$ cat config.mk
export PLATFORM = sky130hd
export DESIGN_NAME = regex_host_ctrl
export DESIGN_NICKNAME = d
export VERILOG_FILES = /design/src/hdl/regex_pkg.sv /design/src/hdl/regex_host_ctrl.sv
export SDC_FILE = /design/constraint.sdc
export NUM_CORES = 1
export LEC_CHECK = 0
export CORE_AREA = 5 5 101 103
export CTS_BUF_LIST = sky130_fd_sc_hd__clkbuf_8
export CTS_CLUSTER_SIZE = 25
export DETAILED_ROUTE_END_ITERATION = 16
export DIE_AREA = 0 0 106 108
export DONT_BUFFER_PORTS = 1
export GPL_ROUTABILITY_DRIVEN = 0
export MAX_ROUTING_LAYER = met4
export PLACE_DENSITY = 0.45
export SKIP_CTS_REPAIR_TIMING = 1
export SLEW_MARGIN = 10
export SYNTH_ARGS = -nofsm -noshare
export SYNTH_HDL_FRONTEND = slang
export SYNTH_SLANG_ARGS = --single-unit
$ cat constraint.sdc
create_clock -name clk -period 2.54 [get_ports clk]
set_clock_uncertainty 0.15 [all_clocks]
set_input_delay 0.254 -clock clk [delete_from_list [all_inputs] [get_ports clk]]
set_output_delay 0.254 -clock clk [all_outputs]
set_load 0.05 [all_outputs]
$ cat src/hdl/regex_pkg.sv
package regex_pkg;

    ////////////////////
    // widths

    localparam int REG_WIDTH       = 32;
    localparam int MEM_ADDR_WIDTH  = 11;
    localparam int MEM_RAW_WIDTH   = 18;
    localparam int MEM_WIDTH       = 16;
    localparam int CHARACTER_WIDTH = 8;
    localparam int PC_WIDTH        = 8;
    localparam int MEM_DEPTH       = 2 ** MEM_ADDR_WIDTH;

    typedef logic [REG_WIDTH-1:0]       reg_word_t;
    typedef logic [MEM_ADDR_WIDTH-1:0]  mem_addr_t;
    // byte0, parity0, byte1, parity1 from lsb up
    typedef logic [MEM_RAW_WIDTH-1:0]   mem_raw_t;
    typedef logic [MEM_WIDTH-1:0]       mem_payload_t;
    typedef logic [CHARACTER_WIDTH-1:0] char_t;
    typedef logic [PC_WIDTH-1:0]        pc_t;

    ////////////////////
    // host commands

    localparam reg_word_t CMD_NOP          = 32'd0;
    localparam reg_word_t CMD_WRITE        = 32'd1;
    localparam reg_word_t CMD_READ         = 32'd2;
    localparam reg_word_t CMD_RESET        = 32'd3;
    localparam reg_word_t CMD_START        = 32'd4;
    localparam reg_word_t CMD_READ_ELAPSED = 32'd5;

    // status register values
    localparam reg_word_t STATUS_IDLE     = 32'd0;
    localparam reg_word_t STATUS_RUNNING  = 32'd1;
    localparam reg_word_t STATUS_ACCEPTED = 32'd2;
    localparam reg_word_t STATUS_REJECTED = 32'd3;

    ////////////////////
    // opcodes, upper byte of an instruction word

    localparam char_t OP_CHAR   = 8'd1;
    localparam char_t OP_ANY    = 8'd2;
    localparam char_t OP_ACCEPT = 8'd3;
    localparam char_t OP_END    = 8'd4;

endpackage
$ cat src/hdl/regex_host_ctrl.sv
`timescale 1ns/1ns

module regex_host_ctrl (
    input  logic                 clk,
    input  logic                 reset,
    // host registers
    input  regex_pkg::reg_word_t data_in_register,
    input  regex_pkg::reg_word_t address_register,
    input  regex_pkg::reg_word_t start_cc_pointer_register,
    input  regex_pkg::reg_word_t cmd_register,
    output regex_pkg::reg_word_t status_register,
    output regex_pkg::reg_word_t data_o_register,
    // ram port
    output regex_pkg::mem_addr_t bram_addr,
    output regex_pkg::mem_raw_t  bram_data_in,
    output logic                 bram_we,
    output logic                 bram_en,
    input  regex_pkg::mem_raw_t  bram_data_out,
    // matcher
    output logic                 core_reset,
    output logic                 memory_ready,
    input  regex_pkg::mem_addr_t memory_addr,
    input  logic                 memory_valid,
    output logic                 start_ready,
    output regex_pkg::mem_addr_t start_cc_pointer,
    input  logic                 start_valid,
    input  logic                 finish,
    input  logic                 accept
);
    import regex_pkg::*;

    reg_word_t    status_next;
    reg_word_t    elapsed, elapsed_next;
    mem_payload_t write_payload;
    mem_payload_t read_payload;
    char_t        write_hi, write_lo;

    assign core_reset = reset || (cmd_register == CMD_RESET);

    ////////////////////
    // parity add and strip

    assign write_payload = data_in_register[MEM_WIDTH-1:0];
    assign write_hi      = write_payload[MEM_WIDTH-1 -: CHARACTER_WIDTH];
    assign write_lo      = write_payload[CHARACTER_WIDTH-1:0];
    // even parity bit sits above each byte
    assign bram_data_in  = {^write_hi, write_hi, ^write_lo, write_lo};
    assign read_payload  = {bram_data_out[16:9], bram_data_out[7:0]};

    ////////////////////
    // status and counter

    always_ff @(posedge clk)
    begin
        if (core_reset)
        begin
            status_register <= STATUS_IDLE;
            elapsed         <= '0;
        end
        else
        begin
            status_register <= status_next;
            elapsed         <= elapsed_next;
        end
    end

    always_comb
    begin
        status_next      = status_register;
        elapsed_next     = elapsed;
        bram_addr        = address_register[MEM_ADDR_WIDTH-1:0];
        bram_en          = 1'b0;
        bram_we          = 1'b0;
        memory_ready     = 1'b0;
        start_ready      = 1'b0;
        start_cc_pointer = '0;

        case (status_register)
            STATUS_IDLE, STATUS_ACCEPTED, STATUS_REJECTED:
            begin
                case (cmd_register)
                    CMD_WRITE:
                    begin
                        // writes again on every held cycle
                        bram_en = 1'b1;
                        bram_we = 1'b1;
                    end
                    CMD_READ:
                    begin
                        bram_en = 1'b1;
                    end
                    CMD_START:
                    begin
                        start_ready      = 1'b1;
                        start_cc_pointer = start_cc_pointer_register[MEM_ADDR_WIDTH-1:0];
                        memory_ready     = 1'b1;
                        bram_addr        = memory_addr;
                        bram_en          = memory_valid;
                        if (start_valid)
                        begin
                            status_next  = STATUS_RUNNING;
                            elapsed_next = '0;
                        end
                    end
                    CMD_NOP, CMD_RESET:
                    begin
                        // port parked
                        bram_en = 1'b0;
                    end
                    default:
                    begin
                        bram_en = 1'b0;
                    end
                endcase
            end
            STATUS_RUNNING:
            begin
                // matcher owns the port
                memory_ready = 1'b1;
                bram_addr    = memory_addr;
                bram_en      = memory_valid;
                if (finish)
                begin
                    status_next = accept ? STATUS_ACCEPTED : STATUS_REJECTED;
                end
                // saturate at all ones
                if (!(&elapsed))
                begin
                    elapsed_next = elapsed + 1'b1;
                end
            end
            default:
            begin
                status_next = STATUS_IDLE;
            end
        endcase
    end

    // read data, or the counter when asked
    always_comb
    begin
        if (cmd_register == CMD_READ_ELAPSED)
        begin
            data_o_register = elapsed;
        end
        else
        begin
            data_o_register = {{(REG_WIDTH-MEM_WIDTH){1'b0}}, read_payload};
        end
    end

endmodule

Word level (Yosys, flattened, before mapping)
Index checks and enable logic that the tools add are counted.
{ "word_totals": {"ff_bits": 64, "inputBits": 163} }
{ "op_classes": {"n_addsub": 1, "n_reduce_logical": 10, "mux": 21, "n_eq_ne": 12} }
{ "op_table": {"columns": ["operator", "count"], "rows": [
  ["$mux 32", 7],
  ["$eq 32x2->1 const B", 4],
  ["$pmux 32 s2", 2],
  ["$eq 32x1->1 const B", 2],
  ["$eq 32x3->1 const B", 2],
  ["$mux 11", 3],
  ["$add 32x1->32 const B", 1],
  ["$logic_not 32->1", 1],
  ["$reduce_and 32->1", 1],
  ["$pmux 11 s2", 1],
  ["$reduce_xor 8->1", 2],
  ["$ne 2x2->1 const B", 3],
  ["$pmux 1 s2", 3],
  ["$mux 1", 5],
  ["$reduce_and 4->1", 1],
  ["$reduce_and 3->1", 1],
  ["$reduce_or 3->1", 1],
  ["$ne 2x1->1 const B", 1],
  ["$reduce_bool 2->1", 1],
  ["$reduce_or 2->1", 1],
  ["$logic_or 1x1->1", 1]
]} }

Logic depth before layout (Yosys ltp)
Gate-level depths: netlist of run 1.
{ "logic_depth": {"depth_word": 4, "ltp_mapped": 8, "depth_no_buf": 6} }

Least setup slack after synthesis of run 1
No wires, ideal clock.
{ "synth_path": {"path_type": "register -> output", "startpoint": "register status_register[1]", "endpoint": "output port bram_we", "stages_incl_launch_ff": 5, "arrival_ps": 2743, "setup_slack_ps": -607, "t_required_ps": 2136, "cell_sequence": "dfxtp_1 nor2b_1 clkbuf_1 clkbuf_1 nor4b_1"} }
{ "synth_via": {"elab_chain_len": 3} }
{ "synth_lines": {"columns": ["element", "line", "source"], "rows": [
  ["start, declared", "regex_host_ctrl.sv:11", "output regex_pkg::reg_word_t status_register,"],
  ["start signal, assigned", "regex_host_ctrl.sv:62", "status_register <= status_next;"],
  ["$eq 32x2->1 or $logic_not 32->1 (tied branches)", "regex_host_ctrl.sv:78", "case (status_register)"],
  ["$reduce_or 3->1 (*)", "regex_host_ctrl.sv:78", null],
  ["$mux 1 (*)", "regex_host_ctrl.sv:78", null],
  ["end, declared", "regex_host_ctrl.sv:16", "output logic bram_we,"]
]} }
Every way passes the cells marked *; elsewhere a longest branch is shown, timed or not.

Worst setup path in the final report of run 1
{ "layout_path": {"startpoint": "input port cmd_register[21]", "endpoint": "output port data_o_register[13]"} }
{ "layout_via": {"elab_chain_len": 2} }
{ "layout_lines": {"columns": ["element", "line", "source"], "rows": [
  ["start, declared", "regex_host_ctrl.sv:10", "input regex_pkg::reg_word_t cmd_register,"],
  ["$eq 32x3->1", "regex_host_ctrl.sv:142", "if (cmd_register == CMD_READ_ELAPSED)"],
  ["$mux 32", "regex_host_ctrl.sv:142", null],
  ["end, declared", "regex_host_ctrl.sv:12", "output regex_pkg::reg_word_t data_o_register,"]
]} }
No other way between the ends.

==> results of run 1 <==
-- cells in the final DEF, fill, tap and decap left out, types with 6 or more instances in the layout --
cell,n
and3_1,8
a31oi_1,14
xnor2_1,12
clkbuf_8,6
and4_1,6
nor4_1,11
nand2_1,25
dfxtp_1,33
a311oi_2,9
a21oi_1,11
nor2_1,14
a311oi_1,7
mux2_2,27
nand3_1,13
conb_1,30
nor3_1,11
buf_12,32
o21ai_0,23
inv_1,6
nand4_1,6
buf_4,30
and2_1,31
-- final cells by class --
type	count	area (sq um)	share of cell area, %
Timing Repair Buffer	65	896	22.5
Tap cell	111	139	3.49
Multi-Input combinational cell	312	2130	53.4
Sequential cell	34	682	17.1
Clock inverter	1	30.0	0.754
Inverter	7	26.3	0.660
Clock buffer	6	82.6	2.07
-- worst register-to-register path: cells and delay by family (launching register included) --
kind,cells,cell delay (ps)
simple gates,3,1130
compound gates,2,390
flops,1,340
fa+ha+maj,1,220
-- flip-flops by register name, indices dropped and copies added (netlist names) --
signal,count
elapsed,32
status_register,2
-- through the flow --
stage | total power [W] | cell area (sq um) | utilization (%)
finish | 0.00140 | 3980 | 43.7
global route | 0.00145 | 3980 | 43.7
CTS | 0.00142 | 3950 | 43.4
detailed placement | 0.000897 | 3840 | 42.1
global placement | 0.000898 | 3840 | 42.1
floorplan | 0.000954 | 3300 | -
-- per-layer routing --
| layer | GRT usage [%] | vias up | wire [um] |
|---|---|---|---|
| met1 | 19.7 | 1372 | 3810 |
| met3 | 3.22 | 8 | 719 |
| met5 | - | - | 0 |
| met4 | 3.33 | 0 | 82 |
| met2 | 29.5 | 157 | 5170 |
| li1 | - | 1440 | - |
-- worst paths after layout --
| path | from | cells past startpoint | slack (ps) | endpoint |
|---|---|---|---|---|
| worst max register to register | elapsed[0]$_SDFFE_PP0P_ | 6 | 230 | elapsed[26]$_SDFFE_PP0P_ |
| worst min register to register | elapsed[23]$_SDFFE_PP0P_ | 1 | 340 | elapsed[23]$_SDFFE_PP0P_ |
| worst min-delay path | start_valid | 3 | 80 | status_register[1]$_SDFFE_PP0P_ |
| worst max-delay path | cmd_register[21] | 6 | 190 | data_o_register[13] |
-- cells by family (layout without fill, tap and decap cells) --
group                      count (synthesis)  in the layout  synth area share (%)
muxes                                     28             28                  9.86
and+or+nand+nor                          147            147                  26.8
AOI/OAI and AO/OA                         92             92                  22.0
buffers and inverters                     79             79                  15.6
xor gates and xnor gates                  14             14                  3.85
DFF                                       34             34                  21.4
other                                      1             30                 0.118
adders and majority gates                  1              1                 0.393
-- power by group through the flow --
stage	registers [W]	clock network, W	logic, W
floorplan	0.000545	0	0.000409
global placement	0.000545	0	0.000353
detailed placement	0.000545	0	0.000352
CTS	0.000532	0.000531	0.000353
global route	0.000532	0.000551	0.000370
finish	0.000533	0.000510	0.000355
==> impl_metrics.csv, run 1 <==
group,metric,value,unit
clock_tree,cts_max_path_buffers,2,
route,finalWirelength,9.79,mm
pwr,pwr-share-comb,25.4,%
timing,setup_tns,0,ps
setup_path,critical_path.cell_chain,"nor4_1, and4_1, and2_1, and3_1, buf_12, mux2_2",
timing,setup_viol_count_final,0,
pwr,p_int,0.000927,W
place,dp_hpwl,7.68,mm
synth,synth_top_area_cell,"dfxtp_1",
setup_path,start_kind,"primary input",
route,ant_nets,0,
synth,asyncSetResetFlopFracSynth,0,%
floorplanning,core_area,9110,sq um
timing,worst_pin_slew,857,ps
pwr,peakVddDrop,0.000222,V
cells_and_area,fillers,908,
grt,grt_max_degree,39,
floorplanning,num_rows,35,
synth,synth_common_cells,"buf_4, dfxtp_1, and2_1, mux2_2, nand2_1",
timing,setup_slack,186,ps
cells_and_area,synthToLayoutAreaGrowth,25.0,%
timing,maxSlewHeadroom,42.7,%
pwr,p_leak,1.38,nW
setup_path,crit_buf_inv,1,
grt,track_usage,16.6,%
route,routedWlPerCell,18.3,um
grt,grt_pass1_wl,15.1,mm
flow_run,drv_cap,0,
route,routed_via_density,5.55,
synth,ys.flop_type,"dfxtp_1",
clock_tree,cts_tree,"built",
outcome,status,"complete, no violations",
clock_tree,h-tree-depth,2,
synth,synth_seq_area_share,21.4,%
timing,finalCritPeriodShare,92.7,%
timing,rsz0062_at_grt,"no",
pwr,powerDensity,351,nW/um^2
cells_and_area,fin_cells,536,
synth,synth_most_common_cell,"buf_4",
synth,syn_area,3180,sq um
clock_tree,clock_latency,280,ps
floorplanning,ios,272,
pwr,clkPwrFrac,36.5,%
grt,antenna_found_initial,0,
route,drc_errors,0,
timing,whs,81.0,ps
timing,final_hold_viol_count,0,
setup_path,slowest_stage,"mux2_2",
setup_path,path_class,"primary input to primary output",
pwr,p_sw,0.000471,W
floorplanning,die_y,108,um
setup_path,path_max_fanout,32,
cells_and_area,layout-drive-gt1-share,27.8,%
floorplanning,die_area,11400,sq um
setup_path,end_kind,"primary output",
synth,synth.top_cell.area_share,21.4,%
min_path,hold_class,"primary input to flip-flop",
synth,synth.distinct_cells,59,
setup_path,worstPathRequired,2140,ps
synth,synth_seq_cells,34,
cells_and_area,fin_nets,589,
clock_tree,cts_inserted_buffers,5,
floorplanning,fp.dieW,106,um
setup_path,path_delay_family,"simple AND/OR/NAND/NOR gates",
clock_tree,clk_pin_slew,70,ps
grt,grt_overflow,0,
synth,synthCells,396,
clock_tree,cts_sinks,34,
route,drtPass1Iterations,4,
pwr,swShare,33.7,%
place,dpl.cell_count,526,
synth,yosys_warnings,0,
route,route.vias.total,2977,
place,port_buffers,0,
place,dp_slack,159,ps
timing,max_freq,425,MHz
clock_tree,root_buffer,"clkbuf_8",
setup_path,max_stage_delay,480,ps
synth,synth_area_leaders,"dfxtp_1, buf_4, mux2_2",
grt,grt_pass1_vias,2861,
timing,min_period,2350,ps
pwr,seqPwrFrac,38.1,%
setup_path,cp.arrival,1950,ps
synth,synth_area_per_cell,8.04,sq um
route,drt_iter0_markers,175,
floorplanning,initial_core_util,35.0,%
synth,synth_edf_count,0,
timing,slew_viol_final,0,
cells_and_area,num_antenna_cells,0,
No activity file was read; power rests on OpenSTA's default activity.
==> run 2: changes to the inputs <==
- MAX_ROUTING_LAYER: met4 -> unset
==> impl_metrics.csv, run 2 (same netlist as run 1, synthesis figures left out) <==
group,metric,value,unit
outcome,status,"complete, no violations",
pwr,peakVddDrop,0.000222,V
pwr,pwr-share-comb,25.4,%
route,routed_via_density,5.55,
pwr,p_sw,0.000474,W
setup_path,max_stage_delay,480,ps
pwr,p_int,0.000927,W
clock_tree,h-tree-depth,2,
cells_and_area,top_regs,"elapsed: 32 flops, status_register: 2 flops",
timing,finalCritPeriodShare,92.3,%
setup_path,path_class,"primary input to primary output",
timing,final_hold_viol_count,0,
timing,rsz0062_at_grt,"no",
cells_and_area,num_antenna_cells,0,
pwr,p_leak,1.38,nW
clock_tree,cts_inserted_buffers,5,
grt,track_usage,16.1,%
clock_tree,cts_tree,"built",
timing,maxSlewHeadroom,43.2,%
cells_and_area,layout.cells.most_common,"dfxtp_1",
timing,min_period,2350,ps
timing,max_freq,426,MHz
setup_path,start_kind,"primary input",
clock_tree,cts_sinks,34,
route,route.vias.total,2974,
place,dp_slack,159,ps
grt,grt_max_degree,39,
cells_and_area,largest-register,"elapsed",
timing,slew_viol_final,0,
cells_and_area,synthToLayoutAreaGrowth,25.0,%
flow_run,drv_cap,0,
route,ant_nets,0,
timing,setup_tns,0,ps
setup_path,path_delay_family,"simple AND/OR/NAND/NOR gates",
setup_path,cp.arrival,1940,ps
grt,antenna_found_initial,0,
clock_tree,root_buffer,"clkbuf_8",
floorplanning,ios,272,
route,drt_iter0_markers,193,
cells_and_area,fin_nets,589,
place,dp_hpwl,7.68,mm
floorplanning,die_area,11400,sq um
grt,grt_pass1_wl,15.1,mm
clock_tree,clk_pin_slew,70,ps
timing,setup_viol_count_final,0,
floorplanning,num_rows,35,
timing,setup_slack,195,ps
timing,worst_pin_slew,849,ps
route,drtPass1Iterations,4,
pwr,clkPwrFrac,36.6,%
grt,grt_overflow,0,
setup_path,worstPathRequired,2140,ps
cells_and_area,largest_reg_flops,32,
floorplanning,die_y,108,um
cells_and_area,final_cell_mix,"dfxtp_1, buf_12, and2_1, conb_1, buf_4",
floorplanning,initial_core_util,35.0,%
clock_tree,clock_latency,280,ps
setup_path,slowest_stage,"mux2_2",
route,routedWlPerCell,18.2,um
pwr,powerDensity,352,nW/um^2
pwr,seqPwrFrac,38.0,%
floorplanning,core_area,9110,sq um
pwr,swShare,33.8,%
setup_path,end_kind,"primary output",
route,finalWirelength,9.77,mm
route,drc_errors,0,
clock_tree,cts_max_path_buffers,2,
setup_path,crit_buf_inv,1,
cells_and_area,layout-drive-gt1-share,27.8,%
min_path,hold_class,"primary input to flip-flop",
timing,whs,81.4,ps
floorplanning,fp.dieW,106,um
grt,grt_pass1_vias,2866,
place,port_buffers,0,
setup_path,path_max_fanout,32,
setup_path,critical_path.cell_chain,"nor4_1, and4_1, and2_1, and3_1, buf_12, mux2_2",
[run 2: cell type report]
type / instances / area (sq um)
fillers: 908 / 5130
multi-input cells: 312 / 2130
well taps: 111 / 139
clock inverters: 1 / 30.0
inverters: 7 / 26.3
clock buffers: 6 / 82.6
flip-flops and latches: 34 / 682
repair buffers: 65 / 896
[run 2: stage by stage]
| stage | util [%] | instances | area (sq um) | total power [W] |
|---|---|---|---|---|
| finish | 43.7 | 536 | 3980 | 0.00140 |
| global route | 43.7 | 536 | 3980 | 0.00145 |
| global placement | 42.1 | 526 | 3840 | 0.000898 |
| floorplan | - | 425 | 3300 | 0.000954 |
| CTS | 43.4 | 533 | 3950 | 0.00142 |
| detailed placement | 42.1 | 526 | 3840 | 0.000897 |
[run 2: routing by layer]
layer | vias to the layer above | track usage, % | routed length (um)
li1 | 1440 | - | -
met1 | 1376 | 19.3 | 3770
met2 | 154 | 29.5 | 5170
met3 | 4 | 3.82 | 769
met4 | 0 | 3.33 | 63
met5 | - | 0 | 0
[run 2: power groups by stage]
| stage | clock, W | combinational (W) | sequential (W) |
|---|---|---|---|
| finish | 0.000512 | 0.000355 | 0.000533 |
| global route | 0.000551 | 0.000370 | 0.000532 |
| CTS | 0.000531 | 0.000353 | 0.000532 |
| detailed placement | 0 | 0.000352 | 0.000545 |
| global placement | 0 | 0.000353 | 0.000545 |
| floorplan | 0 | 0.000409 | 0.000545 |
[run 2: worst reg2reg max path, stage by stage (launching register included)]
cell and delay, ps:
dfxtp_1 340, ha_1 220, nand3_1 220, or4b_1 700, nor3_2 210, a31oi_1 110, a311oi_1 270
[run 2: worst paths after layout]
| kind | startpoint | to | slack [ps] | cells past startpoint |
|---|---|---|---|---|
| max reg2reg | elapsed[0]$_SDFFE_PP0P_ | elapsed[28]$_SDFFE_PP0P_ | 230 | 6 |
| max | cmd_register[25] | data_o_register[13] | 190 | 6 |
| min reg2reg | elapsed[23]$_SDFFE_PP0P_ | elapsed[23]$_SDFFE_PP0P_ | 340 | 1 |
| min | start_valid | status_register[1]$_SDFFE_PP0P_ | 80 | 3 |
==> run 3: changes to the inputs <==
- CELL_PAD_IN_SITES_DETAIL_PLACEMENT: unset -> 2
- CELL_PAD_IN_SITES_GLOBAL_PLACEMENT: unset -> 2
- CORE_AREA: 5 5 101 103 -> unset
- CORE_MARGIN: unset -> 5
- CORE_UTILIZATION: unset -> 32
- DIE_AREA: 0 0 106 108 -> unset
- PLACE_DENSITY: 0.45 -> 0.78
==> impl_metrics.csv, run 3 (same netlist as run 1, synthesis figures left out) <==
group,metric,value,unit
setup_path,start_kind,"flip-flop",
timing,max_freq,409,MHz
grt,grt_pass1_vias,3404,
floorplanning,fp.dieW,110,um
setup_path,r2r_cells,6,
timing,finalCritPeriodShare,96.3,%
setup_path,end_kind,"primary output",
timing,final_hold_viol_count,0,
clock_tree,root_buffer,"clkbuf_8",
cells_and_area,top_regs,"elapsed: 32 flops, status_register: 2 flops",
floorplanning,core_area,9730,sq um
cells_and_area,fin_cells,552,
timing,setup_tns,0,ps
cells_and_area,largest_reg_flops,32,
grt,antenna_found_initial,2,
grt,grt_pass1_wl,18.5,mm
floorplanning,num_rows,36,
route,route.vias.total,3131,
setup_path,path_class,"flip-flop to primary output",
place,dpl.cell_count,539,
floorplanning,die_area,12000,sq um
clock_tree,clock_latency,290,ps
pwr,peakVddDrop,0.000190,V
floorplanning,die_y,110,um
clock_tree,clk_pin_slew,70,ps
flow_run,drv_cap,0,
cells_and_area,fin_nets,581,
min_path,whs_path_depth,3,
cells_and_area,layout-drive-gt1-share,28.0,%
cells_and_area,layout.cells.most_common,"dfxtp_1",
min_path,hold_class,"primary input to flip-flop",
outcome,status,"complete, no violations",
grt,grt_overflow,0,
floorplanning,initial_core_util,32.7,%
pwr,powerDensity,334,nW/um^2
timing,slew_viol_final,0,
clock_tree,cts_inserted_buffers,5,
pwr,p_leak,1.32,nW
route,routed_via_density,5.67,
grt,grt_max_degree,39,
timing,setup_viol_count_final,0,
route,routedWlPerCell,22.8,um
clock_tree,cts_max_path_buffers,2,
timing,rsz0062_at_grt,"no",
route,drt_iter0_markers,134,
cells_and_area,largest-register,"elapsed",
place,port_buffers,0,
route,finalWirelength,12.6,mm
timing,min_period,2450,ps
cells_and_area,synthToLayoutAreaGrowth,23.1,%
setup_path,cp.arrival,2040,ps
setup_path,worstPathRequired,2140,ps
cells_and_area,final_cell_mix,"dfxtp_1, and2_1, conb_1, buf_12, mux2_2",
route,drc_errors,0,
route,ant_nets,0,
clock_tree,h-tree-depth,2,
place,dp_hpwl,9.45,mm
grt,track_usage,19.7,%
clock_tree,cts_tree,"built",
clock_tree,cts_sinks,34,
setup_path,path_max_fanout,12,
route,drtPass1Iterations,4,
timing,worst_pin_slew,788,ps
floorplanning,ios,272,
timing,maxSlewHeadroom,47.4,%
## run 3: worst paths after layout
check / start / endpoint / slack [ps]
setup reg to reg: elapsed[1]$_SDFFE_PP0P_ / elapsed[18]$_SDFFE_PP0P_ / 190
setup / recovery: status_register[1]$_SDFFE_PP0P_ / bram_addr[1] / 90
hold reg to reg: elapsed[23]$_SDFFE_PP0P_ / elapsed[23]$_SDFFE_PP0P_ / 340
hold / removal: start_valid / status_register[1]$_SDFFE_PP0P_ / 110
## run 3: cell type report
| type | instances | area (sq um) |
|---|---|---|
| fillers | 1100 | 5810 |
| multi-input cells | 313 | 2160 |
| repair buffers | 56 | 791 |
| flip-flops and latches | 34 | 683 |
| well taps | 133 | 166 |
| clock buffers | 6 | 82.6 |
| inverters | 7 | 26.3 |
| clock inverters | 2 | 8.76 |
| diodes | 1 | 2.50 |
## run 3: worst max-delay path, stage by stage (launching register included)
cell      delay [ps]
dfxtp_2          350
nand2b_1         310
and2_1           540
mux2_2           540
## run 3: stage by stage
step                util [%]  hold slack (ps)  power (W)  worst slack [ps]  cell area, sq um
floorplan                  -              215   0.000954              29.6              3300
global placement        38.7              224   0.000887               186              3760
detailed placement      38.7              232   0.000890              43.8              3760
CTS                     39.6            -73.8    0.00131             -40.1              3850
global route            40.3              109    0.00135              4.59              3920
finish                  40.3              107    0.00131              93.7              3920
## run 3: power breakdown
group / leakage [nW] / internal [W] / switching (W)
Clock: 0.0524 / 0.000215 / 0.000215
Combinational: 0.996 / 0.0000688 / 0.000279
Sequential: 0.275 / 0.000532 / 0.0000000000000161
## run 3: metal layers
metal | global-route usage [%] | up-vias | wire length, um
met5 | 0 | - | 0
met4 | 4.81 | 0 | 178
met3 | 5.28 | 17 | 768
met2 | 37.9 | 124 | 6900
met1 | 21.1 | 1554 | 4740
li1 | - | 1436 | -
