File: src/hdl/regex_pkg.sv
package regex_pkg;

    ////////////////////
    // widths

    localparam int REG_WIDTH       = 32;
    localparam int MEM_ADDR_WIDTH  = 11;
    localparam int MEM_RAW_WIDTH   = 18;
    localparam int MEM_WIDTH       = 16;
    localparam int CHARACTER_WIDTH = 8;
    localparam int PC_WIDTH        = 8;
    localparam int MEM_DEPTH       = 2 ** MEM_ADDR_WIDTH;

    typedef logic [REG_WIDTH-1:0]       reg_word_t;
    typedef logic [MEM_ADDR_WIDTH-1:0]  mem_addr_t;
    // byte0, parity0, byte1, parity1 from lsb up
    typedef logic [MEM_RAW_WIDTH-1:0]   mem_raw_t;
    typedef logic [MEM_WIDTH-1:0]       mem_payload_t;
    typedef logic [CHARACTER_WIDTH-1:0] char_t;
    typedef logic [PC_WIDTH-1:0]        pc_t;

    ////////////////////
    // host commands

    localparam reg_word_t CMD_NOP          = 32'd0;
    localparam reg_word_t CMD_WRITE        = 32'd1;
    localparam reg_word_t CMD_READ         = 32'd2;
    localparam reg_word_t CMD_RESET        = 32'd3;
    localparam reg_word_t CMD_START        = 32'd4;
    localparam reg_word_t CMD_READ_ELAPSED = 32'd5;

    // status register values
    localparam reg_word_t STATUS_IDLE     = 32'd0;
    localparam reg_word_t STATUS_RUNNING  = 32'd1;
    localparam reg_word_t STATUS_ACCEPTED = 32'd2;
    localparam reg_word_t STATUS_REJECTED = 32'd3;

    ////////////////////
    // opcodes, upper byte of an instruction word

    localparam char_t OP_CHAR   = 8'd1;
    localparam char_t OP_ANY    = 8'd2;
    localparam char_t OP_ACCEPT = 8'd3;
    localparam char_t OP_END    = 8'd4;

endpackage
File: src/hdl/regex_matcher.sv
`timescale 1ns/1ns

module regex_matcher (
    input  logic                    clk,
    input  logic                    reset,
    input  logic                    memory_ready,
    output regex_pkg::mem_addr_t    memory_addr,
    output logic                    memory_valid,
    input  regex_pkg::mem_payload_t memory_data,
    input  logic                    start_ready,
    input  regex_pkg::mem_addr_t    start_cc_pointer,
    output logic                    start_valid,
    output logic                    finish,
    output logic                    accept
);
    import regex_pkg::*;

    typedef enum logic [2:0] {
        ST_IDLE,
        ST_FETCH_INSTR,
        ST_WAIT_INSTR,
        ST_FETCH_CHAR,
        ST_WAIT_CHAR,
        ST_DONE
    } state_t;

    state_t       state, state_next;
    pc_t          pc, pc_next;
    mem_addr_t    cc_ptr, cc_ptr_next;
    logic         accept_q, accept_next;
    mem_payload_t instr_q, instr_next;

    mem_addr_t pc_addr;
    char_t     word_op;
    char_t     instr_op;
    char_t     instr_operand;
    char_t     cur_char;
    logic      last_pc;

    // programs live at the bottom of the ram
    assign pc_addr = {{(MEM_ADDR_WIDTH-PC_WIDTH){1'b0}}, pc};

    assign word_op       = memory_data[MEM_WIDTH-1 -: CHARACTER_WIDTH];
    assign instr_op      = instr_q[MEM_WIDTH-1 -: CHARACTER_WIDTH];
    assign instr_operand = instr_q[CHARACTER_WIDTH-1:0];
    // one character per word, low byte
    assign cur_char      = memory_data[CHARACTER_WIDTH-1:0];
    assign last_pc       = &pc;

    ////////////////////
    // next state

    always_comb
    begin
        state_next   = state;
        pc_next      = pc;
        cc_ptr_next  = cc_ptr;
        accept_next  = accept_q;
        instr_next   = instr_q;
        memory_valid = 1'b0;
        memory_addr  = pc_addr;
        start_valid  = 1'b0;
        finish       = 1'b0;
        accept       = 1'b0;

        case (state)
            ST_IDLE:
            begin
                if (start_ready)
                begin
                    start_valid = 1'b1;
                    pc_next     = '0;
                    cc_ptr_next = start_cc_pointer;
                    accept_next = 1'b0;
                    state_next  = ST_FETCH_INSTR;
                end
            end
            ST_FETCH_INSTR:
            begin
                memory_valid = 1'b1;
                memory_addr  = pc_addr;
                if (memory_ready)
                begin
                    state_next = ST_WAIT_INSTR;
                end
            end
            ST_WAIT_INSTR:
            begin
                instr_next = memory_data;
                // accept needs no character
                if (word_op == OP_ACCEPT)
                begin
                    accept_next = 1'b1;
                    state_next  = ST_DONE;
                end
                else
                begin
                    state_next = ST_FETCH_CHAR;
                end
            end
            ST_FETCH_CHAR:
            begin
                memory_valid = 1'b1;
                memory_addr  = cc_ptr;
                if (memory_ready)
                begin
                    state_next = ST_WAIT_CHAR;
                end
            end
            ST_WAIT_CHAR:
            begin
                // reject unless a rule below says otherwise
                accept_next = 1'b0;
                state_next  = ST_DONE;
                case (instr_op)
                    OP_CHAR, OP_ANY:
                    begin
                        if (cur_char != '0 && !last_pc &&
                            (instr_op == OP_ANY || cur_char == instr_operand))
                        begin
                            pc_next     = pc + 1'b1;
                            cc_ptr_next = cc_ptr + 1'b1;
                            state_next  = ST_FETCH_INSTR;
                        end
                    end
                    OP_END:
                    begin
                        accept_next = (cur_char == '0);
                    end
                    default:
                    begin
                        accept_next = 1'b0;
                    end
                endcase
            end
            ST_DONE:
            begin
                finish     = 1'b1;
                accept     = accept_q;
                state_next = ST_IDLE;
            end
            default:
            begin
                state_next = ST_IDLE;
            end
        endcase
    end

    ////////////////////
    // registers

    always_ff @(posedge clk)
    begin
        if (reset)
        begin
            state    <= ST_IDLE;
            pc       <= '0;
            cc_ptr   <= '0;
            accept_q <= 1'b0;
        end
        else
        begin
            state    <= state_next;
            pc       <= pc_next;
            cc_ptr   <= cc_ptr_next;
            accept_q <= accept_next;
        end
    end

    // current instruction word
    always_ff @(posedge clk)
    begin
        instr_q <= instr_next;
    end

endmodule

File: config.mk
export PLATFORM = sky130hd
export DESIGN_NAME = regex_matcher
export DESIGN_NICKNAME = d
export VERILOG_FILES = /design/src/hdl/regex_pkg.sv /design/src/hdl/regex_matcher.sv
export SDC_FILE = /design/constraint.sdc
export NUM_CORES = 1
export LEC_CHECK = 0
export BUFFER_PORTS_ARGS = -buffer_cell sky130_fd_sc_hd__buf_2
export CORE_ASPECT_RATIO = 1.4
export CORE_UTILIZATION = 40
export CTS_CLUSTER_DIAMETER = 60
export DETAILED_ROUTE_END_ITERATION = 10
export PLACE_DENSITY_LB_ADDON = 0.3
export SYNTH_ARGS = -nofsm -noshare
export SYNTH_HDL_FRONTEND = slang
export SYNTH_SLANG_ARGS = --single-unit
File: constraint.sdc
create_clock -name clk -period 2.3 [get_ports clk]
set_clock_uncertainty 0.05 [all_clocks]
set_input_delay 0.115 -clock clk [delete_from_list [all_inputs] [get_ports clk]]
set_output_delay 0.115 -clock clk [all_outputs]
set_load 0.05 [all_outputs]
# After elaboration in Yosys (flattened, before gate mapping)
# Cells that the tools add are included.
dict set report op_classes {
  n_mux 25
  eq_ne 16
  n_reduce_logical 15
  add_sub_neg 2
}
# op count
set op_table {}
lappend op_table {{two-way mux 11 bit} 4}
lappend op_table {{two-way mux 8 bit} 3}
lappend op_table {{one-hot mux 11 bit (2 select lines)} 1}
lappend op_table {{two-way mux 3 bit} 6}
lappend op_table {{== test 8 x 2 -> 1 bit (second input constant)} 2}
lappend op_table {{one-hot mux 8 bit (2 select lines)} 1}
lappend op_table {{one-hot mux 3 bit (5 select lines)} 1}
lappend op_table {{inequality test 2 bit (second input constant)} 6}
lappend op_table {{adder 11 x 1 -> 11 bit (second input constant)} 1}
lappend op_table {{adder 8 x 1 -> 8 bit (second input constant)} 1}
lappend op_table {{== test 8 x 1 -> 1 bit (second input constant)} 1}
lappend op_table {{== test 8 x 3 -> 1 bit (second input constant)} 1}
lappend op_table {{== test 8 bit} 1}
lappend op_table {{logical NOT 8 bit} 1}
lappend op_table {{two-way mux 1 bit} 8}
lappend op_table {{AND reduction 8 bit} 1}
lappend op_table {{nonzero test 8 bit} 1}
lappend op_table {{== test 3 x 2 -> 1 bit (second input constant)} 2}
lappend op_table {{== test 3 bit (second input constant)} 2}
lappend op_table {{AND reduction 3 bit} 2}
lappend op_table {{AND reduction 4 bit} 1}
lappend op_table {{OR reduction 2 bit} 2}
lappend op_table {{== test 3 x 1 -> 1 bit (second input constant)} 1}
lappend op_table {{logical NOT 3 bit} 1}
lappend op_table {{other kinds (6)} 7}
dict set report word_totals {
  ff_bits 39
  out_inout_bits 15
}

# Logic depth before layout (Yosys ltp)
# Gate-level depths: netlist of the first run.
dict set report depth {
  depth_word 7
  depth_mapped 9
  ltp_nobuf 7
}

# Worst setup path before layout of the first run
# No wires, ideal clock.
dict set report synth_path {
  kind {reg-to-reg}
  from {reg instr_q[13]}
  to {reg pc[5]}
  slack_ns 0.314
  setup_time_ns 0.070
  required_ns 2.180
  period_less_slack_ns 1.986
  n_path_buf 1
  stages_incl_launch_ff 8
  arrival_ns 1.866
  path_cell_list {edfxtp_1 > nor4_4 > nand4_1 > a22oi_1 > nand2_1 > buf_4 > or4_1 > a21oi_1}
}
dict set report synth_via {
  elab_chain_cells 5
  word_cells_on_any_way 8
}
# item line_no
set synth_lines {}
lappend synth_lines {{from (decl)} regex_matcher.sv:31} ;# mem_payload_t instr_q, instr_next;
lappend synth_lines {{from (signal assigned)} regex_matcher.sv:173} ;# instr_q <= instr_next;
lappend synth_lines {{== test 8 x 2 -> 1 bit} {regex_matcher.sv:115, regex_matcher.sv:119}}
lappend synth_lines {{logical OR 1 bit} regex_matcher.sv:119} ;# (instr_op == OP_ANY || cur_char == instr_operand))
lappend synth_lines {{logical AND 1 bit} regex_matcher.sv:118} ;# if (cur_char != '0 && !last_pc &&
lappend synth_lines {{inequality test 2 bit (no source line)} --}
lappend synth_lines {{AND reduction 4 bit (no source line) *} --}
lappend synth_lines {{to (signal assigned)} regex_matcher.sv:164} ;# pc <= pc_next;
lappend synth_lines {{to (decl)} regex_matcher.sv:28} ;# pc_t pc, pc_next;
# Every way passes the cells marked *; elsewhere a longest branch is shown, timed or not.
# A chain may end at the register's enable or synchronous reset.

# Final worst setup path of the first run
dict set report layout_path {
  from {reg state[1]}
  to {out memory_addr[4]}
}
dict set report layout_via {
  elab_chain_cells 2
}
# item line_no
set layout_lines {}
lappend layout_lines {{from (decl)} regex_matcher.sv:27} ;# state_t state, state_next;
lappend layout_lines {{from (signal assigned)} regex_matcher.sv:163} ;# state <= state_next;
lappend layout_lines {{== test 3 x 2 -> 1 bit} regex_matcher.sv:66} ;# case (state)
lappend layout_lines {{two-way mux 11 bit} regex_matcher.sv:66}
lappend layout_lines {{to (decl)} regex_matcher.sv:7} ;# output regex_pkg::mem_addr_t memory_addr,
# No other way between the ends.

==> metrics list, run 1 <==
- The flow ran to the end, and the final reports show no timing, DRC or antenna violations.
- Final slew viol count: 0
* Slowest library cell on the worst path: dfxtp_1
- TritonCTS built the clock tree.
- The startpoint identified for the worst hold timing path is start_cc_pointer[1].
* Chain of cells forming the critical path: buf_4, nor2b_1, nand2_1, mux2_2, buf_2
- Netlist cell types: 46
- Each instance of the synthesized netlist takes up on average 9.21 um^2.
- Adder and majority cell fraction of the synthesized area: 1.20%
- In the synthesized netlist, mux cells make up 4.31% of the area.
- Internal power comes to 1.29 mW.
* Startpoint of the worst register-to-register path: instr_q[14]
- Overall power consumption after layout is estimated at 1.69 mW.
* Highest clock frequency the design can meet: 462 MHz
* Origin of the worst setup path: state[1]
- Number of nets at the end of the flow: 325
- Height of the chip: 87.5 um
* Cell area reported after detailed placement: 2400 um^2
- The first global-routing pass estimated 8.65 mm of wire.
* Core region area: 4950 um^2
- The worst setup path is launched from a register.
- In this run the horizontal extent of the chip is 63.1 um.
- Summed over all nets, the switching power comes to 0.407 mW.
- Power per cell area: 626 nW/um^2
- Largest driver fanout on the critical path: 8
- Across all layers, the routed design uses 2000 vias.
* Synth Flop Type: dfxtp_1
* Post-synthesis xor/xnor area fraction: 3.77%
- Hold Vio Cnt, Final: 0
- Layout cell share with drive strength beyond 1: 25.6%
* Fraction of the mapped netlist area in simple logic gates: 25.6%
- On the worst path, the slowest cell contributes a delay of 420 ps.
- Syn_nets: 260
* Period Utilization, post-route: 94.0%
- The clock reaches the later pin of the worst-skew pair after 290 ps.
- The initialized floorplan defines 30 standard-cell rows.
- Worst slack at placement: 72.0 ps
- The H-tree generated during clock tree synthesis spans 2 levels.
- Portion of total power attributed to combinational logic: 13.5%
- Global routing finished with a remaining overflow of 0.
* Initial Utilization: 42.2%
- Relative max-transition margin: 74.3%
- From synthesis to final layout, the design area changed by 29.5%.
- Buffers inserted by post-CTS timing repair: 0
* Asr flop ratio synth: 0%
- Cell count after synthesis: 227
* Initial antenna violation count: 0
* DR pass1 iterations: 4
* Fill cell total of the finished layout: 499
- Maximum buffer depth of the clock tree: 2
- For this run, the number of Yosys warnings is 0.
* Die ar.: 5520 um^2
- The share of total power dissipated in the clock network is 40.0%.
* Largest family of logic cells by synthesized area: simple AND/OR/NAND/NOR gates
* Sum of net half-perimeters after detailed placement: 3.70 mm
- The finished cells cover 2710 um^2.
- Clock transition time at the flip-flop clock pins of the worst setup and hold paths: 80 ps
- Clock tree synthesis selected as its root buffer the cell clkbuf_8.
- Hold WC Path Type: input pin to register
- In the routed layout, each cell is associated on average with a via count of 5.60.
- The worst setup path is of the register to output port kind.
- Sort of element at the end of the critical path: output port
* Net switching fraction of the power: 24.1%
- Count of flip-flops with a built-in enable after synthesis: 16
- Total routing resource utilization after global routing: 20.2%
- Register bit count reported by yosys: 39
* Routed WL: 5.25 mm
- Number of global-route vias before repair: 1886
* Final critical path time including I/O delays and setup: 2160 ps
* Count of buffers inserted at the top-level ports: 45
- Final RePlAce weighted congestion: 0.795
- Static leakage: 1.09 nW
- Clk sinks: 39
* Count of inserted antenna diode cells: 0
* Worst vdd rail ir drop: 0.000315 V
- Hold timing on the final database bottoms out at a slack of 41.4 ps.
* Number of DRC violations after detailed-routing iteration 0: 142
- STA puts the critical path data arrival time at 2000 ps.
* Detailed-route wire length per cell: 14.7 um
- Maximum number of pins on one net before global-route repair: 24
- The worst path meets setup with 137 ps of slack.
- At the pin with the least slew margin, the transition time is 384 ps.
* Routed Antenna Nets: 0
* Total clock buffers created by CTS: 5
- Summing the areas of all compound-gate instances in the mapped netlist gives 16.7% of the synthesized area.
- Sequential cells were found to cover 45.0% of the synthesized design area.
* Number of max-capacitance violations reported: 0
- Flop pwr share: 46.6%
* Required time reported for the critical path endpoint: 2130 ps
- Setup violations remaining at the end of the flow were counted as 0.
* DRC violation count after routing: 0
* Netlist area before placement: 2090 um^2
- I/O pins: 46
layout by cell type (no fill, tap or decap), drive strengths merged, types with 2 or more instances in the layout:
cell type	instances
o32ai	4
or4	6
o22ai	2
a211oi	2
bufinv	2
o21ai	3
xor2	9
dfxtp	23
nand4	5
or3	3
dlygate4sd3	16
ha	2
nor3	8
nor3b	2
and2	2
nor2	25
o31ai	5
inv	3
a21oi	25
o211ai	2
nand2	23
a311oi	2
buf	54
nor4	5
nand3	8
edfxtp	16
a22oi	2
clkbuf	6
and3	6
mux2	8
metrics by stage:
step / utilization, % / instances / setup TNS (ps)
after floorplan: - / 227 / 0
after global placement: 48.5 / 333 / 0
after detailed placement: 48.5 / 333 / 0
after CTS: 54.4 / 357 / 0
after global routing: 54.6 / 357 / -3.78
final: 54.6 / 357 / 0
path summary, 6_finish.rpt:
| path | end | slack, ps | cells past startpoint |
|---|---|---|---|
| max | memory_addr[4] | 140 | 5 |
| min | cc_ptr[1] | 40 | 3 |
| max reg2reg | pc[0] | 140 | 7 |
| min reg2reg | pc[1] | 450 | 2 |
cells by family (layout without fill, tap and decap cells):
logic type               Yosys count  in the layout
buffers and inverters             15             81
XOR/XNOR                           9              9
AND/OR/NAND/NOR                  100            100
multiplexers                       8              8
AO/OA/AOI/OAI                     54             54
flip-flops                        39             39
adder cells (fa/ha/maj)            2              2
area by class of cell:
cell class              instances  area [um^2]  area share (%)
multi-input cells             173         1090            40.2
flip-flops and latches         39          941            34.8
repair buffers                 70          453            16.7
well taps                      64         80.1            2.96
clock buffers                   6         72.6            2.68
clock inverters                 2         60.1            2.22
inverters                       3         11.3           0.416
state kept, by name (all words and copies together), names as in the netlist:
| name | flops |
|---|---|
| accept_q | 1 |
| pc | 8 |
| instr_q | 16 |
| cc_ptr | 11 |
| state | 3 |
synth_stat cells (3+ instances only):
library cell | instances | area, um^2
a21oi_1 | 25 | 125
nor2_1 | 25 | 93.8
dfxtp_1 | 23 | 460
nand2_1 | 23 | 86.3
edfxtp_1 | 16 | 480
xor2_1 | 9 | 78.8
clkbuf_1 | 8 | 30.0
mux2_2 | 8 | 90.1
nand3_1 | 8 | 40.0
nor3_1 | 8 | 40.0
and3_1 | 6 | 37.5
or4_1 | 6 | 45.0
nand4_1 | 5 | 31.3
o31ai_1 | 5 | 37.5
nor4_1 | 4 | 25.0
o32ai_1 | 4 | 35.0
inv_1 | 3 | 11.3
o21ai_0 | 3 | 15.0
or3_1 | 3 | 18.8
critical path: cells and delay by family (launching register included):
| kind | cells | cell delay (ps) |
|---|---|---|
| buffers and inverters | 2 | 390 |
| muxes | 1 | 370 |
| DFF | 1 | 420 |
| and+or+nand+nor | 2 | 520 |
per-layer routing:
| layer | routed length [um] | global-route usage (%) | vias to the layer above |
|---|---|---|---|
| met5 | 0 | 0 | - |
| met4 | 109 | 8.46 | 0 |
| met3 | 299 | 4.17 | 11 |
| met2 | 2600 | 34.7 | 64 |
| met1 | 2250 | 24.4 | 941 |
| li1 | - | - | 984 |
what timing repair did:
item / CTS / global route
setup endpoints to repair: 0 / 11
resized for setup: 0 / 3
endpoints found under the hold margin: 16 / 0
hold buffers: 16 / 0
power groups by stage:
| stage | Combinational [mW] | Clock, mW | Sequential [mW] |
|---|---|---|---|
| after floorplan | 0.138 | 0 | 0.794 |
| after global routing | 0.249 | 0.720 | 0.793 |
| final | 0.228 | 0.677 | 0.789 |
| after CTS | 0.224 | 0.689 | 0.789 |
| after global placement | 0.200 | 0 | 0.803 |
| after detailed placement | 0.203 | 0 | 0.805 |
Power figures use the tool's default switching activity.
==> run 2: changes to the inputs <==
--- a/config.mk
+++ b/config.mk
@@ -5,11 +5,13 @@
 export SDC_FILE = /design/constraint.sdc
 export NUM_CORES = 1
 export LEC_CHECK = 0
-export BUFFER_PORTS_ARGS = -buffer_cell sky130_fd_sc_hd__buf_2
+export ABC_AREA = 1
 export CORE_ASPECT_RATIO = 1.4
+export CORE_MARGIN = 1.5
 export CORE_UTILIZATION = 40
 export CTS_CLUSTER_DIAMETER = 60
 export DETAILED_ROUTE_END_ITERATION = 10
+export DONT_BUFFER_PORTS = 1
 export PLACE_DENSITY_LB_ADDON = 0.3
 export SYNTH_ARGS = -nofsm -noshare
 export SYNTH_HDL_FRONTEND = slang
==> run 2 against run 1 <==
Critical path depth is 3 higher. Utilization is 5.0 points lower. Combinational power is 39% higher. Design area is 2.7% higher. Via count is 13% higher. Critical path type unchanged. Critical endpoint is now memory_addr[7]. Largest power group unchanged.
==> metrics list, run 2 <==
- The highest net fanout along the worst path is 12 (+4).
- The detailed-routing iteration count for the pre-antenna-repair pass was 4 (unchanged).
- The library cells used most frequently in the layout, excluding fill and tap cells, are nand2_1 (100), inv_1 (38), nand3_1 (38).
- The async set-or-reset flop fraction in the synthesized netlist was 0% (unchanged).
* Routed Antenna Nets: 0 (unchanged)
- Net switching fraction of the power: 30.9% (+6.8 points)
- The final instance count without filler cells is 441 (+24%).
- In this run the worst setup path terminates at memory_addr[7].
- Instance count after placement with tap cells included: 415 (+25%)
- Overflow after GRT: 0 (unchanged)
- The clock network fraction of design power was 28.6% (-11 points).
- Cell area reported after detailed placement: 2520 um^2 (+4.8%)
* Minimum setup slack among reg-to-reg paths: 360 ps (+220 ps)
- The startpoint identified for the worst register-to-register timing path is instr_q[13].
- The largest registers in the layout are instr_q x16, cc_ptr x11, pc x8.
- The critical path is of the register to output port type.
- Sort of element at the end of the critical path: output port
* Wire length of the first global-routing pass: 9.56 mm (+11%)
* Sum of net half-perimeters after detailed placement: 4.21 mm (+14%)
* Final RePlAce weighted congestion: 0.871 (+9.5%)
- Portion of total power attributed to combinational logic: 20.1% (+6.6 points)
- Of all cell types, the one taking the most synthesized area is edfxtp_1.
- The utilization after layout came to 49.6% (-5.0 points).
- The total CTS buffers was 5 (unchanged).
* Hold WC Path Type: input pin to register
- The number of nets in the synthesized netlist is 374 (+44%).
* Setup-failing EPs final: 0 (unchanged)
- The share of layout cells above drive strength 1 is 11.0% (-15 points).
- The finished layout cell area was 2780 um^2 (+2.7%).
- The number of nets at the end of the flow was 405 (+25%).
- The number of global-route vias before repair came to 2130 (+13%).
- Core region area: 5610 um^2 (+13%)
- The internal power of the cells came to 1.09 mW (-15%).
- Among all cell types in the netlist, the one instantiated most often is nand2_1.
- In this run the clock root is driven by a clkbuf_8.
- After synthesis, the cell types taking the most area are edfxtp_1 (20%), dfxtp_1 (20%), nand2_1 (16%).
- Worst skew pair latency: 290 ps (about the same)
- The fmax was 486 MHz (+5.2%).
- Post-CTS resize count: 0 (unchanged)
* CTS tree: yes
* Leading cell type in the layout, fill and taps excluded: nand2_1
- Clk sinks: 39 (unchanged)
- The data arrival time at the worst-slack endpoint came to 1890 ps (-110 ps).
* Worst vdd rail ir drop: 0.000278 V (-12%)
* Die W: 67.9 um (+7.6%)
- Share of the synthesized area in the top cell type: 20.4% (-2.6 points)
* Final slew viol count: 0 (unchanged)
- The critical path starts at state[2].
* Worst reg2reg endpoint: cc_ptr[7]
* Actual transition at the worst max-transition pin: 676 ps (+292 ps)
* RSZ-0062 raised after global routing: false
- Maximum number of pins on one net before global-route repair: 23 (-4.2%)
- The worst reg2reg path depth was 7 (unchanged).
- Synth Flop Type: dfxtp_1
- Power per cell area: 565 nW/um^2 (-9.6%)
* Relative max-transition margin: 54.8% (-20 points)
- Count of inserted antenna diode cells: 0 (unchanged)
* Outcome: complete, no violations
- The data required time at the worst endpoint came to 2130 ps (about the same).
- The post-synthesis sequential area ratio is 39.9% (-5.1 points).
- The yosys synthesis warning count is 0 (unchanged).
- The global-route total usage across every layer was 19.7% (-0.45 points).
- Flop pwr share: 51.4% (+4.8 points)
- Number of DRC violations after detailed-routing iteration 0: 88 (-38%)
- Period Utilization, post-route: 89.4% (-4.6 points)
* Register with the most flip-flops: instr_q
- The boundary pin count came to 46 (unchanged).
* Initial antenna violation count: 0 (unchanged)
* Clock transition time at the flip-flop clock pins of the worst setup and hold paths: 70 ps (about the same)
* Die ar.: 6370 um^2 (+15%)
- Detailed-route wire length per cell: 13.1 um (-11%)
* Netlist cell types: 30 (-35%)
* Layout overhead on the synthesized area: 17.9%
- Detailed-route vias per instance: 5.14 (-8.2%)
- The flip-flop count of the largest register, all copies and words added came to 16 (unchanged).
* Mean Syn Cell Area: 6.92 um^2 (-25%)
* Static leakage: 1.14 nW (+5.3%)
* Power dissipated by switching net loads: 0.485 mW (+19%)
- The minimum clock period after layout came to 2060 ps (-107 ps).
* H-tree Lvls: 2 (unchanged)
- The post-route DRC violation count was 0 (unchanged).
- The worst setup path is launched from a register.
* Count of flip-flops with a built-in enable after synthesis: 16 (unchanged)
- The overall power was 1.57 mW (-7.2%).
- Netlist area before placement: 2360 um^2 (+13%)
* Cell Rows: 32 (+6.7%)
- Maximum buffer depth of the clock tree: 2 (unchanged)
- Hold Vio Cnt, Final: 0 (unchanged)
- Most numerous cell types in the synthesized netlist: nand2_1 (100), inv_1 (38), nand3_1 (38), nor2_1 (33), a21oi_1 (24)
* Number of max-capacitance violations reported: 0 (unchanged)
- Vias after detailed routing: 2267 (+13%)
- The number of port buffers is 0 (-100%).
- Initial Utilization: 42.1% (-0.12 points)
- The count of mapped cells out of synthesis was 341 (+50%).
- Height of the chip: 93.9 um (+7.2%)
- Register bit count reported by yosys: 39 (unchanged)
- The routed wire length is 5.76 mm (+9.6%).
run 2: how the worst min path moves through the flow:
| stage | startpoint | endpoint | slack (ps) | cells after the start |
|---|---|---|---|---|
| after floorplan | memory_data[0] | instr_q[0] | 160 | 0 |
| after detailed placement | reset | cc_ptr[5] | 140 | 1 |
| final | start_cc_pointer[8] | cc_ptr[8] | 20 | 4 |
| after global routing | start_cc_pointer[8] | cc_ptr[8] | 50 | 4 |
| after CTS | start_cc_pointer[8] | cc_ptr[8] | 20 | 4 |
| after global placement | reset | cc_ptr[7] | 140 | 1 |
run 2: cells by family after synthesis:
logic type	Yosys count	synth area share, %
xor+xnor	8	2.97
buf+inv	54	9.50
flops	39	39.9
compound gates	44	10.1
fa+ha+maj	2	1.06
simple gates	194	36.4
run 2: worst max-delay path: stages (launching register included):
cell and delay [ps]:
dfxtp_1 410, nor2_1 80, inv_1 120, nor2_2 40
buf_4 170, inv_1 340, nand2_1 120, o21ai_1 110
buf_4 220
run 2: power by group through the flow:
stage	logic, mW	registers, mW	clock network, mW
final	0.316	0.808	0.449
after floorplan	0.238	0.813	0
after global placement	0.280	0.823	0
after detailed placement	0.285	0.824	0
after global routing	0.356	0.815	0.484
after CTS	0.316	0.808	0.458
run 2: final cells by class:
type                            instances  area [um^2]
Clock buffer                            5         68.8
Fill cell                             576         2820
Tap cell                               68         85.1
Timing Repair Buffer                   36          315
Sequential cell                        39          941
Clock inverter                          3         15.0
Multi-Input combinational cell        248         1200
Inverter                               42          158
run 2: per-stage QoR:
| step | setup TNS [ps] | setup slack (ps) | hold slack [ps] |
|---|---|---|---|
| after floorplan | -76.8 | -19.2 | 164 |
| after global placement | 0 | 493 | 137 |
| after detailed placement | 0 | 361 | 139 |
| after CTS | 0 | 228 | 19.3 |
| after global routing | 0 | 57.5 | 54.0 |
| final | 0 | 244 | 18.7 |
run 2: repair_timing:
| action | CTS | global route |
|---|---|---|
| hold buffers | 18 | 0 |
| hold endpoints to repair | 33 | 0 |
| buffers inserted | 0 | 0 |
run 2: routing by layer:
metal / wire [um] / vias to the layer above / global-route usage (%) / part of all wire [%]
met5: 0 / - / 0 / 0
met2: 2860 / 77 / 34.2 / 50
met4: 98 / 0 / 7.67 / 1.7
met3: 351 / 8 / 3.72 / 6.1
met1: 2450 / 1020 / 23.4 / 42
li1: - / 1162 / - / -
==> run 3: changes to the inputs <==
--- a/config.mk
+++ b/config.mk
@@ -7,7 +7,6 @@
 export LEC_CHECK = 0
 export ABC_AREA = 1
 export CORE_ASPECT_RATIO = 1.4
-export CORE_MARGIN = 1.5
 export CORE_UTILIZATION = 40
 export CTS_CLUSTER_DIAMETER = 60
 export DETAILED_ROUTE_END_ITERATION = 10
==> constraint.sdc (replaced) <==
create_clock -name clk -period 2.02 [get_ports clk]
set_clock_uncertainty 0.05 [all_clocks]
set_input_delay 0.101 -clock clk [delete_from_list [all_inputs] [get_ports clk]]
set_output_delay 0.101 -clock clk [all_outputs]
set_load 0.05 [all_outputs]
==> run 3 against run 2 <==
Utilization up 0.71 points. First-iteration DRC count up 40%. Largest cell class unchanged. Largest power group unchanged. Worst hold slack worse by 4.2 ps. Highest routed layer unchanged. Die area down 2.5%. Via count down 0.22%.
==> metrics list, run 3 (synthesized netlist as in run 2, its figures left out) <==
- Number of nets at the end of the flow: 409 (+0.99%)
* Clk sinks: 39 (unchanged)
- Worst Path Class, Setup: register to output port
* Final slew viol count: 0 (unchanged)
* Worst skew pair latency: 290 ps (about the same)
* Total routing resource utilization after global routing: 20.9% (+1.2 points)
- Portion of total power attributed to combinational logic: 20.4% (+0.3 points)
- Outcome: complete, no violations
- Layout cell share with drive strength beyond 1: 11.4% (+0.41 points)
- Routed WL: 5.81 mm (+0.89%)
- The peak per-stage delay on the critical path was 420 ps (about the same).
* Layout overhead on the synthesized area: 19.6%
- Filler-free cell count of the finished design: 445 (+0.91%)
- Detailed-route vias per instance: 5.08 (-1.1%)
- The final antenna-violating net count is 0 (unchanged).
- The storage element area came to 941 um^2 (unchanged).
* Required time reported for the critical path endpoint: 1870 ps (-260 ps)
* Detailed-route wire length per cell: 13.1 um (about the same)
- The core region area came to 5610 um^2 (unchanged).
* Wire length of the first global-routing pass: 9.89 mm (+3.4%)
- The max-cap check violation count is 0 (unchanged).
- Total clock buffers created by CTS: 5 (unchanged)
- The weighted congestion at the end of routability-driven global placement came to 0.862 (-0.98%).
- The number of global-route vias before repair came to 2305 (+8.2%).
* Highest clock frequency the design can meet: 555 MHz
- The slew at the pin with the worst max-slew slack is 727 ps (+51.4 ps).
- The area enclosed by the die boundary is 6210 um^2 (-2.5%).
- Setup-failing EPs final: 0 (unchanged)
- Power per cell area: 638 nW/um^2 (+13%)
- The clock edge transition at the registers on the reported setup and hold paths is 80 ps (about the same).
- The total half-perimeter wirelength after legalization and detailed placement was 4.24 mm (+0.71%).
- Height of the chip: 92.9 um (-1.1%)
- Net switching fraction of the power: 30.5% (-0.32 points)
- Minimum setup slack among reg-to-reg paths: 250 ps (-110 ps)
* Internal Pwr Total: 1.25 mW (+15%)
- Crit start category: register
- The post-route DRC violation count came to 0 (unchanged).
- By instance count, the cell type seen most on the critical path is inv_1.
- The boundary pin count is 46 (unchanged).
- The data arrival time at the worst-slack endpoint came to 1650 ps (-240 ps).
* Max reg flops: 16 (unchanged)
- The number of filler cells placed in the layout is 572 (-0.69%).
* Setup ws final: 218 ps (-25.8 ps)
- The initial cell density of the core is 42.1% (unchanged).
- More flip-flops sit in one register than any other, and that register is instr_q.
- Biggest regs: instr_q x16, cc_ptr x11, pc x8
* Worst vdd rail ir drop: 0.000382 V (+37%)
* Commonest cells after routing, fill and taps aside: nand2_1 (100), inv_1 (38), nand3_1 (38)
- Largest driver fanout on the critical path: 12 (unchanged)
- CTS Root Buffer Type: clkbuf_8
- Count of buffers inserted at the top-level ports: 0 (unchanged)
* Slowest library cell on the worst path: dfxtp_1
- The signal on the critical path passes through inv_1, nor2_1, inv_1, nor2_2, inv_1, o21ai_1, buf_4.
- Worst slack at placement: 243 ps (-118 ps)
- Maximum buffer depth of the clock tree: 2 (unchanged)
* RSZ-0062 raised after global routing: false
- Overflow after GRT: 0 (unchanged)
- Number of DRC violations after detailed-routing iteration 0: 123 (+40%)
* CTS tree: yes
* Leading cell type in the layout, fill and taps excluded: nand2_1
- Initial antenna violation count: 0 (unchanged)
- Relative max-transition margin: 51.4% (-3.4 points)
- The worst hold path belongs to the class input pin to register.
* Static leakage: 1.16 nW (+1.5%)
- Sort of element at the end of the critical path: output port
- Post-CTS resize count: 0 (unchanged)
* Power dissipated by switching net loads: 0.550 mW (+13%)
- The H-tree depth came to 2 (unchanged).
* Final critical path time including I/O delays and setup: 1800 ps
* Die W: 66.9 um (-1.5%)
* Cell Rows: 32 (unchanged)
- Hold Vio Cnt, Final: 0 (unchanged)
* DR pass1 iterations: 4 (unchanged)
- The number of antenna cells inserted was 0 (unchanged).
- The area occupied by multi-input gates was 1200 um^2 (unchanged).
* Share of power burned in the clock network: 28.5% (about the same)
- Instance count after placement with tap cells included: 419 (+0.96%)
- The utilization after layout was 50.3% (+0.71 points).
- Period Utilization, post-route: 89.2%
- The worst hold slack was 14.5 ps (-4.15 ps).
- Maximum number of pins on one net before global-route repair: 21 (-8.7%)
- Flop pwr share: 51.1% (-0.3 points)
- The number of vias in the routed layout is 2262 (-0.22%).
[run 3: changes by cell type in the layout (fill, tap and decap cells not counted), sizes merged]
cell,previous run,this run
buf,18,22
clkinv,3,1
clkbuf,5,7
[run 3: layout make-up]
| class | count | share of cell area, % |
|---|---|---|
| clock inverters | 1 | 0.177 |
| well taps | 68 | 3.02 |
| repair buffers | 40 | 12.7 |
| clock buffers | 7 | 2.71 |
| inverters | 42 | 5.59 |
| multi-input cells | 248 | 42.5 |
| flip-flops and latches | 39 | 33.3 |
[run 3: routing by layer]
layer,up-vias,track usage [%],part of all wire (%)
li1,1171,-,-
met5,-,0,0
met1,1012,22.2,41
met4,0,9.22,2.0
met3,9,4.43,5.9
met2,70,38.2,51
[run 3: worst max-delay path: cells and delay by family (launching register included)]
family,cells,cell delay [ps]
compound gates,1,200
buf+inv,4,560
simple gates,2,180
flops,1,420
[run 3: through the flow]
stage               setup TNS (ps)  power, mW  cell area [um^2]
floorplan                    -1400       1.20              2360
global placement                 0       1.26              2560
detailed placement               0       1.27              2560
CTS                              0       1.81              2820
global route                     0       1.90              2820
finish                           0       1.80              2820
[run 3: repair_timing]
action	4_1_cts	5_1_grt
hold buffers	18	0
endpoints found under the hold margin	33	0
buffers inserted	0	0
[run 3: worst paths after layout]
path                       startpoint  cells past startpoint              to
setup / recovery             state[1]                      7  memory_addr[2]
hold / removal    start_cc_pointer[8]                      4       cc_ptr[8]
hold reg to reg            cc_ptr[10]                      2      cc_ptr[10]
setup reg to reg          instr_q[13]                      7       cc_ptr[1]
[run 3: power groups by stage]
stage	clock [mW]	sequential, mW	combinational, mW
CTS	0.521	0.919	0.370
detailed placement	0	0.938	0.333
global route	0.557	0.929	0.414
floorplan	0	0.926	0.271
finish	0.512	0.920	0.368
global placement	0	0.936	0.327
